`src/rv_config.svh`:
```
`ifndef RV_CONFIG_SVH
`define RV_CONFIG_SVH

// Data path and address width
`define RV_XLEN 32

// Register index width and register count
`define RV_REG_ADDR_W 5
`define RV_NUM_REGS 32

// Address of the first fetch after reset
`define RV_RESET_PC 32'h0000_0000

// Byte distance between sequential instructions
`define RV_PC_STEP 4

`endif

```
`src/rv_pkg.sv`:
```
`include "rv_config.svh"

package rv_pkg;

  // Major opcodes of the base integer ISA
  typedef enum logic [6:0] {
    OPC_LOAD     = 7'b000_0011,
    OPC_STORE    = 7'b010_0011,
    OPC_BRANCH   = 7'b110_0011,
    OPC_JALR     = 7'b110_0111,
    OPC_MISC_MEM = 7'b000_1111,
    OPC_JAL      = 7'b110_1111,
    OPC_IMM      = 7'b001_0011,
    OPC_OP       = 7'b011_0011,
    OPC_SYSTEM   = 7'b111_0011,
    OPC_AUIPC    = 7'b001_0111,
    OPC_LUI      = 7'b011_0111
  } rv_opcode_e;

  // One view per encoding format
  typedef struct packed {
    logic [6:0]                funct7;
    logic [`RV_REG_ADDR_W-1:0] rs2;
    logic [`RV_REG_ADDR_W-1:0] rs1;
    logic [2:0]                funct3;
    logic [`RV_REG_ADDR_W-1:0] rd;
    rv_opcode_e                opcode;
  } rv_insn_r_t;

  typedef struct packed {
    logic [11:0]               imm;
    logic [`RV_REG_ADDR_W-1:0] rs1;
    logic [2:0]                funct3;
    logic [`RV_REG_ADDR_W-1:0] rd;
    rv_opcode_e                opcode;
  } rv_insn_i_t;

  typedef struct packed {
    logic [6:0]                imm_hi;
    logic [`RV_REG_ADDR_W-1:0] rs2;
    logic [`RV_REG_ADDR_W-1:0] rs1;
    logic [2:0]                funct3;
    logic [4:0]                imm_lo;
    rv_opcode_e                opcode;
  } rv_insn_s_t;

  typedef struct packed {
    logic                      imm_12;
    logic [5:0]                imm_10_5;
    logic [`RV_REG_ADDR_W-1:0] rs2;
    logic [`RV_REG_ADDR_W-1:0] rs1;
    logic [2:0]                funct3;
    logic [3:0]                imm_4_1;
    logic                      imm_11;
    rv_opcode_e                opcode;
  } rv_insn_b_t;

  typedef struct packed {
    logic [19:0]               imm;
    logic [`RV_REG_ADDR_W-1:0] rd;
    rv_opcode_e                opcode;
  } rv_insn_u_t;

  typedef struct packed {
    logic                      imm_20;
    logic [9:0]                imm_10_1;
    logic                      imm_11;
    logic [7:0]                imm_19_12;
    logic [`RV_REG_ADDR_W-1:0] rd;
    rv_opcode_e                opcode;
  } rv_insn_j_t;

  // Same 32-bit word, read through whichever format applies
  typedef union packed {
    rv_insn_r_t  r;
    rv_insn_i_t  i;
    rv_insn_s_t  s;
    rv_insn_b_t  b;
    rv_insn_u_t  u;
    rv_insn_j_t  j;
    logic [31:0] raw;
  } rv_insn_u;

  typedef enum logic [3:0] {
    ALU_ADD, ALU_SUB, ALU_SLL, ALU_SLT, ALU_SLTU, ALU_XOR, ALU_SRL, ALU_SRA,
    ALU_OR, ALU_AND, ALU_EQ, ALU_NE, ALU_LT, ALU_GE, ALU_LTU, ALU_GEU
  } rv_alu_op_e;

  // Register write-back source
  typedef enum logic [1:0] {
    WB_ALU, WB_LOAD, WB_PC4, WB_IMM
  } rv_wb_sel_e;

  typedef struct packed {
    logic [`RV_REG_ADDR_W-1:0] rd;
    logic [`RV_REG_ADDR_W-1:0] rs1;
    logic [`RV_REG_ADDR_W-1:0] rs2;
    rv_alu_op_e                alu_op;
    logic                      src_b_imm;
    logic                      src_a_pc;
    logic                      reg_we;
    rv_wb_sel_e                wb_sel;
    logic                      is_branch;
    logic                      is_jal;
    logic                      is_jalr;
    logic                      is_load;
    logic                      is_store;
    logic                      is_halt;
  } rv_ctrl_t;

  // Data port request, one word per access
  typedef struct packed {
    logic [`RV_XLEN-1:0]   addr;
    logic [`RV_XLEN-1:0]   wdata;
    logic [`RV_XLEN/8-1:0] be;
  } rv_dmem_req_t;

endpackage

```
`src/rv_fetch.sv`:
```
`include "rv_config.svh"

module rv_fetch (
  input  logic                clk,
  input  logic                rst,
  input  rv_pkg::rv_ctrl_t    i_ctrl,
  input  logic [`RV_XLEN-1:0] i_imm,
  input  logic                i_branch_taken,
  input  logic [`RV_XLEN-1:0] i_alu_sum,
  output logic [`RV_XLEN-1:0] o_pc,
  output logic [`RV_XLEN-1:0] o_pc_plus4,
  output logic                o_halt
);

  logic [`RV_XLEN-1:0] pc_q;
  logic [`RV_XLEN-1:0] pc_next;
  logic [`RV_XLEN-1:0] pc_plus4;
  logic [`RV_XLEN-1:0] pc_rel_target;
  logic [`RV_XLEN-1:0] jalr_target;
  logic                halt_q;

  assign pc_plus4      = pc_q + `RV_XLEN'(`RV_PC_STEP);
  // Shared by taken branches and JAL
  assign pc_rel_target = pc_q + i_imm;
  // JALR target drops bit 0 of rs1 + imm
  assign jalr_target   = {i_alu_sum[`RV_XLEN-1:1], 1'b0};

  always_comb begin
    pc_next = pc_plus4;
    if (i_ctrl.is_jalr) begin
      pc_next = jalr_target;
    end else if (i_ctrl.is_jal || (i_ctrl.is_branch && i_branch_taken)) begin
      pc_next = pc_rel_target;
    end
  end

  always_ff @(posedge clk) begin
    if (rst) begin
      pc_q   <= `RV_RESET_PC;
      halt_q <= 1'b0;
    end else begin
      // Halt is sticky until reset
      if (i_ctrl.is_halt) begin
        halt_q <= 1'b1;
      end
      // ECALL leaves the PC on its own address
      if (!halt_q && !i_ctrl.is_halt) begin
        pc_q <= pc_next;
      end
    end
  end

  assign o_pc       = pc_q;
  assign o_pc_plus4 = pc_plus4;
  assign o_halt     = halt_q;

endmodule

```
`src/rv_decoder.sv`:
```
`include "rv_config.svh"

module rv_decoder (
  input  rv_pkg::rv_insn_u    i_insn,
  output rv_pkg::rv_ctrl_t    o_ctrl,
  output logic [`RV_XLEN-1:0] o_imm
);

  localparam logic [6:0] FUNCT7_BASE = 7'b000_0000;
  localparam logic [6:0] FUNCT7_ALT  = 7'b010_0000;
  localparam logic [2:0] FUNCT3_WORD = 3'b010;

  logic [`RV_XLEN-1:0] imm_i;
  logic [`RV_XLEN-1:0] imm_s;
  logic [`RV_XLEN-1:0] imm_b;
  logic [`RV_XLEN-1:0] imm_u;
  logic [`RV_XLEN-1:0] imm_j;
  logic [2:0]          funct3;
  logic [6:0]          funct7;
  logic                is_alt;

  // Integer op from funct3, alt selects SUB or SRA
  function automatic rv_pkg::rv_alu_op_e int_op(input logic [2:0] f3, input logic alt);
    case (f3)
      3'b000:  return alt ? rv_pkg::ALU_SUB : rv_pkg::ALU_ADD;
      3'b001:  return rv_pkg::ALU_SLL;
      3'b010:  return rv_pkg::ALU_SLT;
      3'b011:  return rv_pkg::ALU_SLTU;
      3'b100:  return rv_pkg::ALU_XOR;
      3'b101:  return alt ? rv_pkg::ALU_SRA : rv_pkg::ALU_SRL;
      3'b110:  return rv_pkg::ALU_OR;
      default: return rv_pkg::ALU_AND;
    endcase
  endfunction

  function automatic rv_pkg::rv_alu_op_e branch_op(input logic [2:0] f3);
    case (f3)
      3'b000:  return rv_pkg::ALU_EQ;
      3'b001:  return rv_pkg::ALU_NE;
      3'b100:  return rv_pkg::ALU_LT;
      3'b101:  return rv_pkg::ALU_GE;
      3'b110:  return rv_pkg::ALU_LTU;
      default: return rv_pkg::ALU_GEU;
    endcase
  endfunction

  assign funct3 = i_insn.i.funct3;
  assign funct7 = i_insn.r.funct7;
  assign is_alt = (funct7 == FUNCT7_ALT);

  // Sign-extended immediates of every format
  assign imm_i = {{(`RV_XLEN-12){i_insn.i.imm[11]}}, i_insn.i.imm};
  assign imm_s = {{(`RV_XLEN-12){i_insn.s.imm_hi[6]}}, i_insn.s.imm_hi, i_insn.s.imm_lo};
  assign imm_b = {{(`RV_XLEN-13){i_insn.b.imm_12}}, i_insn.b.imm_12, i_insn.b.imm_11,
                  i_insn.b.imm_10_5, i_insn.b.imm_4_1, 1'b0};
  assign imm_u = {i_insn.u.imm, 12'b0};
  assign imm_j = {{(`RV_XLEN-21){i_insn.j.imm_20}}, i_insn.j.imm_20, i_insn.j.imm_19_12,
                  i_insn.j.imm_11, i_insn.j.imm_10_1, 1'b0};

  always_comb begin
    // Default is a no-op that only advances the PC
    o_ctrl        = '0;
    o_ctrl.rd     = i_insn.r.rd;
    o_ctrl.rs1    = i_insn.r.rs1;
    o_ctrl.rs2    = i_insn.r.rs2;
    o_ctrl.alu_op = rv_pkg::ALU_ADD;
    o_ctrl.wb_sel = rv_pkg::WB_ALU;
    o_imm         = '0;
    case (i_insn.r.opcode)
      rv_pkg::OPC_LUI: begin
        o_imm         = imm_u;
        o_ctrl.reg_we = 1'b1;
        o_ctrl.wb_sel = rv_pkg::WB_IMM;
      end
      rv_pkg::OPC_AUIPC: begin
        o_imm            = imm_u;
        o_ctrl.src_a_pc  = 1'b1;
        o_ctrl.src_b_imm = 1'b1;
        o_ctrl.reg_we    = 1'b1;
      end
      rv_pkg::OPC_JAL: begin
        o_imm         = imm_j;
        o_ctrl.is_jal = 1'b1;
        o_ctrl.reg_we = 1'b1;
        o_ctrl.wb_sel = rv_pkg::WB_PC4;
      end
      rv_pkg::OPC_JALR: begin
        o_imm = imm_i;
        if (funct3 == 3'b000) begin
          o_ctrl.src_b_imm = 1'b1;
          o_ctrl.is_jalr   = 1'b1;
          o_ctrl.reg_we    = 1'b1;
          o_ctrl.wb_sel    = rv_pkg::WB_PC4;
        end
      end
      rv_pkg::OPC_BRANCH: begin
        o_imm = imm_b;
        // funct3 010 and 011 are not branches
        if (funct3[2:1] != 2'b01) begin
          o_ctrl.is_branch = 1'b1;
          o_ctrl.alu_op    = branch_op(funct3);
        end
      end
      rv_pkg::OPC_LOAD: begin
        o_imm = imm_i;
        // Word loads only, sub-word forms fall through as no-ops
        if (funct3 == FUNCT3_WORD) begin
          o_ctrl.src_b_imm = 1'b1;
          o_ctrl.is_load   = 1'b1;
          o_ctrl.reg_we    = 1'b1;
          o_ctrl.wb_sel    = rv_pkg::WB_LOAD;
        end
      end
      rv_pkg::OPC_STORE: begin
        o_imm = imm_s;
        if (funct3 == FUNCT3_WORD) begin
          o_ctrl.src_b_imm = 1'b1;
          o_ctrl.is_store  = 1'b1;
        end
      end
      rv_pkg::OPC_IMM: begin
        o_imm            = imm_i;
        o_ctrl.src_b_imm = 1'b1;
        o_ctrl.alu_op    = int_op(funct3, funct3 == 3'b101 && is_alt);
        // Shift immediates carry a funct7 in the upper bits
        if (funct3 == 3'b001) begin
          o_ctrl.reg_we = (funct7 == FUNCT7_BASE);
        end else if (funct3 == 3'b101) begin
          o_ctrl.reg_we = (funct7 == FUNCT7_BASE) || is_alt;
        end else begin
          o_ctrl.reg_we = 1'b1;
        end
      end
      rv_pkg::OPC_OP: begin
        o_ctrl.alu_op = int_op(funct3, is_alt);
        // M extension (funct7 = 1) decodes as a no-op
        o_ctrl.reg_we = (funct7 == FUNCT7_BASE) ||
                        (is_alt && (funct3 == 3'b000 || funct3 == 3'b101));
      end
      rv_pkg::OPC_SYSTEM: begin
        o_ctrl.is_halt = (i_insn.raw[31:7] == '0);
      end
      rv_pkg::OPC_MISC_MEM: begin
        // FENCE has nothing to order in a single-cycle core
      end
      default: begin
      end
    endcase
  end

endmodule

```
`src/rv_regfile.sv`:
```
`include "rv_config.svh"

module rv_regfile (
  input  logic                      clk,
  input  logic                      rst,
  input  logic [`RV_REG_ADDR_W-1:0] i_rs1,
  input  logic [`RV_REG_ADDR_W-1:0] i_rs2,
  input  logic [`RV_REG_ADDR_W-1:0] i_rd,
  input  logic                      i_we,
  input  logic [`RV_XLEN-1:0]       i_rd_data,
  output logic [`RV_XLEN-1:0]       o_rs1_data,
  output logic [`RV_XLEN-1:0]       o_rs2_data
);

  // x0 has no storage
  logic [`RV_XLEN-1:0] regs [1:`RV_NUM_REGS-1];

  always_ff @(posedge clk) begin
    if (rst) begin
      for (int i = 1; i < `RV_NUM_REGS; i++) begin
        regs[i] <= '0;
      end
    end else if (i_we && (i_rd != '0)) begin
      regs[i_rd] <= i_rd_data;
    end
  end

  // Asynchronous reads, x0 reads as zero
  assign o_rs1_data = (i_rs1 == '0) ? '0 : regs[i_rs1];
  assign o_rs2_data = (i_rs2 == '0) ? '0 : regs[i_rs2];

endmodule

```
`src/rv_alu.sv`:
```
`include "rv_config.svh"

module rv_alu (
  input  rv_pkg::rv_alu_op_e  i_op,
  input  logic [`RV_XLEN-1:0] i_a,
  input  logic [`RV_XLEN-1:0] i_b,
  output logic [`RV_XLEN-1:0] o_result,
  output logic                o_branch_taken
);

  localparam int SHAMT_W = $clog2(`RV_XLEN);

  logic [`RV_XLEN-1:0] sum;
  logic [`RV_XLEN-1:0] diff;
  logic [SHAMT_W-1:0]  shamt;
  logic                eq;
  logic                lt_s;
  logic                lt_u;

  assign sum   = i_a + i_b;
  assign diff  = i_a - i_b;
  assign shamt = i_b[SHAMT_W-1:0];
  assign eq    = (i_a == i_b);
  assign lt_s  = ($signed(i_a) < $signed(i_b));
  assign lt_u  = (i_a < i_b);

  always_comb begin
    // Compare ops leave the adder output on the result
    o_result       = sum;
    o_branch_taken = 1'b0;
    case (i_op)
      rv_pkg::ALU_ADD:  o_result = sum;
      rv_pkg::ALU_SUB:  o_result = diff;
      rv_pkg::ALU_SLL:  o_result = i_a << shamt;
      rv_pkg::ALU_SLT:  o_result = `RV_XLEN'(lt_s);
      rv_pkg::ALU_SLTU: o_result = `RV_XLEN'(lt_u);
      rv_pkg::ALU_XOR:  o_result = i_a ^ i_b;
      rv_pkg::ALU_SRL:  o_result = i_a >> shamt;
      rv_pkg::ALU_SRA:  o_result = $unsigned($signed(i_a) >>> shamt);
      rv_pkg::ALU_OR:   o_result = i_a | i_b;
      rv_pkg::ALU_AND:  o_result = i_a & i_b;
      rv_pkg::ALU_EQ:   o_branch_taken = eq;
      rv_pkg::ALU_NE:   o_branch_taken = !eq;
      rv_pkg::ALU_LT:   o_branch_taken = lt_s;
      rv_pkg::ALU_GE:   o_branch_taken = !lt_s;
      rv_pkg::ALU_LTU:  o_branch_taken = lt_u;
      rv_pkg::ALU_GEU:  o_branch_taken = !lt_u;
      default: begin
      end
    endcase
  end

endmodule

```
`src/rv_writeback.sv`:
```
`include "rv_config.svh"

module rv_writeback (
  input  rv_pkg::rv_ctrl_t     i_ctrl,
  input  logic [`RV_XLEN-1:0]  i_alu_result,
  input  logic [`RV_XLEN-1:0]  i_rs2_data,
  input  logic [`RV_XLEN-1:0]  i_pc_plus4,
  input  logic [`RV_XLEN-1:0]  i_imm,
  input  logic [`RV_XLEN-1:0]  i_load_data,
  output rv_pkg::rv_dmem_req_t o_dmem_req,
  output logic                 o_rd_we,
  output logic [`RV_XLEN-1:0]  o_rd_data
);

  logic aligned;

  // Only whole-word accesses exist
  assign aligned = (i_alu_result[1:0] == 2'b00);

  always_comb begin
    o_dmem_req.addr  = {i_alu_result[`RV_XLEN-1:2], 2'b00};
    o_dmem_req.wdata = i_rs2_data;
    // Store strobe, dropped for a misaligned address
    o_dmem_req.be    = (i_ctrl.is_store && aligned) ? '1 : '0;
  end

  always_comb begin
    case (i_ctrl.wb_sel)
      rv_pkg::WB_ALU:  o_rd_data = i_alu_result;
      rv_pkg::WB_LOAD: o_rd_data = i_load_data;
      rv_pkg::WB_PC4:  o_rd_data = i_pc_plus4;
      rv_pkg::WB_IMM:  o_rd_data = i_imm;
      default:         o_rd_data = i_alu_result;
    endcase
  end

  // Misaligned load leaves rd untouched
  assign o_rd_we = i_ctrl.reg_we && !(i_ctrl.is_load && !aligned);

endmodule

```
`src/rv_core.sv`:
```
`include "rv_config.svh"

module rv_core (
  input  logic                 clk,
  input  logic                 rst,
  input  logic [`RV_XLEN-1:0]  i_insn,
  input  logic [`RV_XLEN-1:0]  i_load_data,
  output logic [`RV_XLEN-1:0]  o_pc,
  output rv_pkg::rv_dmem_req_t o_dmem_req,
  output logic                 o_halt
);

  rv_pkg::rv_ctrl_t    ctrl;
  logic [`RV_XLEN-1:0] imm;
  logic [`RV_XLEN-1:0] pc_plus4;
  logic [`RV_XLEN-1:0] rs1_data;
  logic [`RV_XLEN-1:0] rs2_data;
  logic [`RV_XLEN-1:0] alu_a;
  logic [`RV_XLEN-1:0] alu_b;
  logic [`RV_XLEN-1:0] alu_result;
  logic [`RV_XLEN-1:0] rd_data;
  logic                branch_taken;
  logic                rd_we;

  // Operand muxes, PC for AUIPC and immediate for I/S/U forms
  assign alu_a = ctrl.src_a_pc ? o_pc : rs1_data;
  assign alu_b = ctrl.src_b_imm ? imm : rs2_data;

  rv_fetch rv_fetch_inst (
    .clk            (clk),
    .rst            (rst),
    .i_ctrl         (ctrl),
    .i_imm          (imm),
    .i_branch_taken (branch_taken),
    .i_alu_sum      (alu_result),
    .o_pc           (o_pc),
    .o_pc_plus4     (pc_plus4),
    .o_halt         (o_halt)
  );

  rv_decoder rv_decoder_inst (
    .i_insn (i_insn),
    .o_ctrl (ctrl),
    .o_imm  (imm)
  );

  rv_regfile rv_regfile_inst (
    .clk        (clk),
    .rst        (rst),
    .i_rs1      (ctrl.rs1),
    .i_rs2      (ctrl.rs2),
    .i_rd       (ctrl.rd),
    .i_we       (rd_we),
    .i_rd_data  (rd_data),
    .o_rs1_data (rs1_data),
    .o_rs2_data (rs2_data)
  );

  rv_alu rv_alu_inst (
    .i_op           (ctrl.alu_op),
    .i_a            (alu_a),
    .i_b            (alu_b),
    .o_result       (alu_result),
    .o_branch_taken (branch_taken)
  );

  rv_writeback rv_writeback_inst (
    .i_ctrl       (ctrl),
    .i_alu_result (alu_result),
    .i_rs2_data   (rs2_data),
    .i_pc_plus4   (pc_plus4),
    .i_imm        (imm),
    .i_load_data  (i_load_data),
    .o_dmem_req   (o_dmem_req),
    .o_rd_we      (rd_we),
    .o_rd_data    (rd_data)
  );

endmodule

```
`config.mk`:
```
export PLATFORM = sky130hd
export DESIGN_NAME = rv_core
export DESIGN_NICKNAME = d
export VERILOG_FILES = /design/src/rv_pkg.sv /design/src/rv_fetch.sv /design/src/rv_decoder.sv /design/src/rv_regfile.sv /design/src/rv_alu.sv /design/src/rv_writeback.sv /design/src/rv_core.sv
export VERILOG_INCLUDE_DIRS = /design/src
export SDC_FILE = /design/constraint.sdc
export NUM_CORES = 2
export LEC_CHECK = 0
export BUFFER_PORTS_ARGS = -buffer_cell sky130_fd_sc_hd__buf_2
export CAP_MARGIN = 10
export CELL_PAD_IN_SITES_DETAIL_PLACEMENT = 2
export CELL_PAD_IN_SITES_GLOBAL_PLACEMENT = 2
export CORE_ASPECT_RATIO = 1.4
export CORE_UTILIZATION = 40
export CTS_CLUSTER_DIAMETER = 40
export DETAILED_ROUTE_END_ITERATION = 10
export PLACE_DENSITY = 0.84
export SYNTH_ARGS = -nofsm -noshare
export SYNTH_HDL_FRONTEND = slang
export SYNTH_SLANG_ARGS = --single-unit
```
`constraint.sdc`:
```
create_clock -name clk -period 9.6 [get_ports clk]
set_clock_uncertainty 0.15 [all_clocks]
set_input_delay 0.96 -clock clk [delete_from_list [all_inputs] [get_ports clk]]
set_output_delay 0.96 -clock clk [all_outputs]
set_load 0.05 [all_outputs]
```
# [Word level (Yosys, flattened, before mapping)]
# Memory sizes are Yosys's and may differ from the RTL's.
# Index checks and enable logic that the tools add are counted.
[totals] ff_bits=33 ramBits=992 in_bits=66 out_inout_bits=101 elab_cells=130 memories=1
[classes] n_addsub=4 order_cmp=2 eq_ne=37 shift=3 muxes=45 n_bitwise=3 n_reduce_logical=33
[mem_list] name="rv_regfile_inst.regs" depth=31 width=32 rd=2 rd_clocked_by_memory_dff=0 write_ports=31 line_no="rv_regfile.sv:16" source="logic [`RV_XLEN-1:0] regs [1:`RV_NUM_REGS-1];"
[ops] operator="$pmux W32 S9" count=1
[ops] operator="$mux W32" count=7
[ops] operator="$pmux W32 S5" count=1
[ops] operator="$pmux W32 S4" count=1
[ops] operator="$add A32 B32 Y32" count=2
[ops] operator="$lt A32 B32 Y1" count=2
[ops] operator="$pmux W4 S7" count=2
[ops] operator="$add A32 B3 Y32 const B" count=1
[ops] operator="$and A32 B32 Y32" count=1
[ops] operator="$eq A32 B32 Y1" count=1
[ops] operator="$eq A4 B4 Y1 const B" count=8
[ops] operator="$or A32 B32 Y32" count=1
[ops] operator="$reduce_or A32 Y1" count=1
[ops] operator="$shl A32 B5 Y32" count=1
[ops] operator="$shr A32 B5 Y32" count=1
[ops] operator="$sshr A32 B5 Y32" count=1
[ops] operator="$sub A32 B32 Y32" count=1
[ops] operator="$xor A32 B32 Y32" count=1
[ops] operator="$eq A7 B6 Y1 const B" count=4
[ops] operator="$eq A7 B7 Y1 const B" count=4
[ops] operator="$logic_not A25 Y1" count=1
[ops] operator="$mux W1" count=22
[ops] operator="$eq A4 B3 Y1 const B" count=4
[ops] operator="$pmux W3 S5" count=1
[ops] operator="28 further kinds" count=57

# [Logic depth before layout (Yosys ltp)]
[depth] depth_word=18 mapped_depth=34 mapped_depth_nobuf=23

# [Hierarchy]
# A second synthesis with hierarchy kept.
[hier_totals] cells_unflattened=5888 hier_area_um2=71524.8
[modules_own_cells] mod="rv_regfile" n_inst=1 cells_per_inst=3690 area_per_inst_um2=54706.2
[modules_own_cells] mod="rv_alu" n_inst=1 cells_per_inst=1324 area_per_inst_um2=9419.0
[modules_own_cells] mod="rv_fetch" n_inst=1 cells_per_inst=549 area_per_inst_um2=3986.3
[modules_own_cells] mod="rv_writeback" n_inst=1 cells_per_inst=110 area_per_inst_um2=1340.0
[modules_own_cells] mod="rv_core" n_inst=1 cells_per_inst=72 area_per_inst_um2=1088.5
[modules_own_cells] mod="rv_decoder" n_inst=1 cells_per_inst=143 area_per_inst_um2=984.7

# [Worst setup path before layout]
# Ideal clock, no wire load.
[synth_timing] kind="input to register" from="in i_insn[20]" to="mem rv_regfile_inst.regs[10][0] (netlist bit) (enable)" setup_time_ns=0.389 t_arrival_ns=9.475 slack_ns=-0.414 cell_stages=33 path_cell_list="buf_4 -> buf_6 -> buf_6 -> buf_6 -> buf_6 -> buf_4 -> buf_2 -> buf_2 -> buf_2 -> buf_2 -> buf_2 -> mux2i_1 -> o221ai_1 -> o221ai_1 -> o21ai_0 -> nor2_1 -> o21bai_1 -> ha_1 -> clkbuf_1 -> inv_1 -> or4_1 -> a21o_1 -> o21ai_1 -> a21boi_1 -> o2111ai_1 -> o211ai_1 -> nor3_1 -> o211ai_1 -> o21a_1 -> nor4b_4 -> nand2_1 -> clkbuf_1 -> nand2_1"
[synth_rtl] element="from (decl)" line_no="rv_core.sv:6" source="input logic [`RV_XLEN-1:0] i_insn,"
[synth_rtl] element="to (decl)" line_no="rv_regfile.sv:16"

==> flow_metrics.tcl <==
set metrics [dict create \
    switchingPower_w 0.00708 \
    pwr_density_cell_mw_per_mm2 215 \
    slew_viol_final 0 \
    reg2regPathDepth 23 \
    final_common_cell "nor2_1" \
    cts_root_buffer "clkbuf_16" \
    clkTransAtPathRegs_ps 70 \
    cts_buffer_depth 3 \
    die_w_microns 348 \
    final_util_pct 47.2 \
    status "complete, but fails checks" \
    multi_input_comb_area_sq_mm 0.0332 \
    synth_warnings 0 \
    r2r_end "rv_regfile_inst.regs[3][2]" \
    critical_path_class "in -> out" \
    clock-sinks 1057 \
    drt-initial-drc-count 11000 \
    cellLeakagePower_nw 30.4 \
    die_height_microns 487 \
    ys_seq_area_share_pct 46.8 \
    switching_share_pct 41.9 \
    synthFlopType "edfxtp_1" \
    p_comb_share_pct 34.8 \
    cp_max_fo 22 \
    start_util_pct 40.3 \
    num-fill-cells 16400 \
    violations "setup timing" \
    dr.pass1.iters 7 \
    r2r_slack_ps 800 \
    wl_per_cell_microns 51.4 \
    cts_tree "built" \
    numPlacedInstances 8325 \
    final_cell_mix "nor2_1 (1,193), edfxtp_1 (1,024), mux4_2 (434)" \
    min_path_type "in -> reg" \
    layout-drive-gt1-share_pct 23.8 \
    hpwl_mm 286 \
    synth_enable_flop_cells 1024 \
    detail-route-antenna-nets 0 \
    clk_latency_ps 870 \
    routed_wirelength_mm 443 \
    antenna_found_initial 56 \
    cts_buffers 133 \
    yosysUniqueCellTypes 93 \
    final_cells 8605 \
    worst_slew_pin_slew_ps 1350 \
    grt.overflow.total 0 \
    period_minus_slack_ps 9850 \
    ir_drop_uv 202 \
    p_int_w 0.00980 \
    vias_per_cell 7.73 \
    crit_arrival_ps 8740 \
    hold_depth 3 \
    async_flop_share_pct 0 \
    die_area_sq_mm 0.169 \
    rsz0062_at_grt "false" \
    fmax_mhz 101 \
    fin_crit_sh_pct 103 \
    coreArea_sq_mm 0.166 \
    crit_end "o_dmem_req[64]" \
    final-seq-area_sq_mm 0.0314 \
    grt_use_total_pct 51.8 \
    grt_pass1_vias 66800 \
    slew_headroom_pct 9.79 \
    cts-htree-levels 4 \
    grt_max_degree 69 \
    startpoint "i_insn[18]" \
    syn-mean-instance-area_sq_um 11.2 \
    r2r_start "rv_regfile_inst.regs[4][10]" \
    drv_cap 0 \
    finalHoldViolations 0 \
    placementRows 177 \
    syn_area_sq_mm 0.0671 \
    vias 66500 \
    clock_power_share_pct 33.0 \
    syn2layout_area_growth_pct 16.9 \
    crit_path_start_kind "input port" \
    fin_ws_ps -255 \
    port_buffers 164 \
    fin_nets 6429 \
    seqPwrFrac_pct 32.2 \
    gpl.final_weighted_congestion 1.05 \
    ys_ff_latch 1057 \
    syn_inst 5978 \
    io_pins 167 \
    setup_violations 2 \
    end_kind "output port" \
    grt_pass1_wl_mm 597 \
    required_ps 8490 \
    drc 0 \
    holdBufCountCts 0 \
]
## cells by family after synthesis
| group | Yosys count | share of synthesized area, % |
|---|---|---|
| other | 1 | 0.00559 |
| muxes | 764 | 19.6 |
| DFF | 1057 | 46.8 |
| AOI/OAI and AO/OA | 1221 | 12.4 |
| buffers and inverters | 712 | 4.75 |
| adders and majority gates | 136 | 2.57 |
| xor gates and xnor gates | 86 | 1.12 |
| and+or+nand+nor | 2001 | 12.7 |
## timing repair
action | 4_1_cts | 5_1_grt
pin swaps | 0 | 1
resized for setup | 2 | 9
setup endpoints to repair | 2 | 10
buffers inserted | 0 | 2
gates cloned | 0 | 0
## layout make-up
class | instances | share of cell area, %
multi-input combinational | 4242 | 42.3
sequential | 1057 | 40.0
timing repair buffer | 631 | 7.32
clock buffer | 151 | 4.38
tap | 2237 | 3.57
clock inverter | 90 | 1.47
inverter | 162 | 0.775
antenna | 35 | 0.112
## cells in the mapped netlist (all sizes together) (23+ instances only)
cell type  instances  area (sq um)
nor2            1199          4510
edfxtp          1024         30700
mux4             434          9770
nand2            326          1230
clkbuf           295          1110
mux2i            269          2690
buf              255          1470
a21oi            254          1270
o21ai            249          1260
inv              161           604
nand3            142           711
ha               133          1660
nor3             103           515
a22oi             94           716
o221ai            80           701
a22o              63           552
mux2              61           687
a21o              56           420
o22ai             55           344
xnor2             54           473
o211ai            48           360
a211oi            43           323
nor2b             40           250
and2              35           219
dfxtp             33           661
xor2              32           280
nand2b            29           181
a31oi             27           169
o21a              26           195
and3              24           150
o21bai            23           173
## per-layer routing
metal / wire length [microns] / vias to the layer above / GRT usage, %
li1: - / 23200 / -
met1: 134000 / 33200 / 55.3
met2: 190000 / 7360 / 77.2
met3: 59900 / 2748 / 19.5
met4: 58600 / 38 / 52.3
met5: 232 / - / 0.661
## how the worst min path moves through the flow
stage | from | to | slack [ps]
2_1_floorplan | rv_fetch_inst.o_pc[9] | rv_fetch_inst.o_pc[9] | 570
3_3_place_gp | rv_fetch_inst.o_pc[12] | rv_fetch_inst.o_pc[12] | 470
5_1_grt | rst | rv_fetch_inst.o_pc[25] | 510
6_report | rst | rv_fetch_inst.o_pc[25] | 520
4_1_cts | rst | rv_fetch_inst.o_pc[25] | 500
3_5_place_dp | rv_fetch_inst.o_pc[31] | rv_fetch_inst.o_pc[31] | 490
## power by group through the flow
stage	clock [W]	combinational [W]	sequential, W
2_1_floorplan	0	0.00266	0.00541
3_3_place_gp	0	0.00519	0.00543
3_5_place_dp	0	0.00534	0.00548
4_1_cts	0.00550	0.00545	0.00541
5_1_grt	0.00565	0.00574	0.00543
6_report	0.00557	0.00587	0.00544
## critical path, cell delays in order
cell	delay (ps)
buf_2	360
and2_2	590
buf_4	420
a22oi_1	280
nand3_1	720
a41oi_1	760
buf_4	360
inv_1	110
ha_1	450
or4_1	580
or2_2	330
nor3_1	460
nor4b_1	200
o41ai_1	370
buf_4	180
xor2_1	320
nor2_1	120
nor2_1	430
buf_4	210
nand2_1	130
buf_2	260
## per-stage QoR
stage	hold WS [ps]	setup TNS (ps)	setup WS (ps)	instance area, sq um	total power [W]
after floorplan	574	0	53.1	67300	0.00807
after global placement	474	0	131	73700	0.0106
after detailed placement	492	-4.30	-4.30	73700	0.0108
after CTS	498	0	121	78300	0.0164
after global routing	513	0	12.8	78400	0.0168
final	518	-258	-255	78400	0.0169
## registers in the layout, summed over array words and instances (netlist names)
signal	count
rv_fetch_inst.o_pc	32
rv_regfile_inst.regs	1024
rv_fetch_inst.o_halt	1
(Power assumes the default switching activity.)
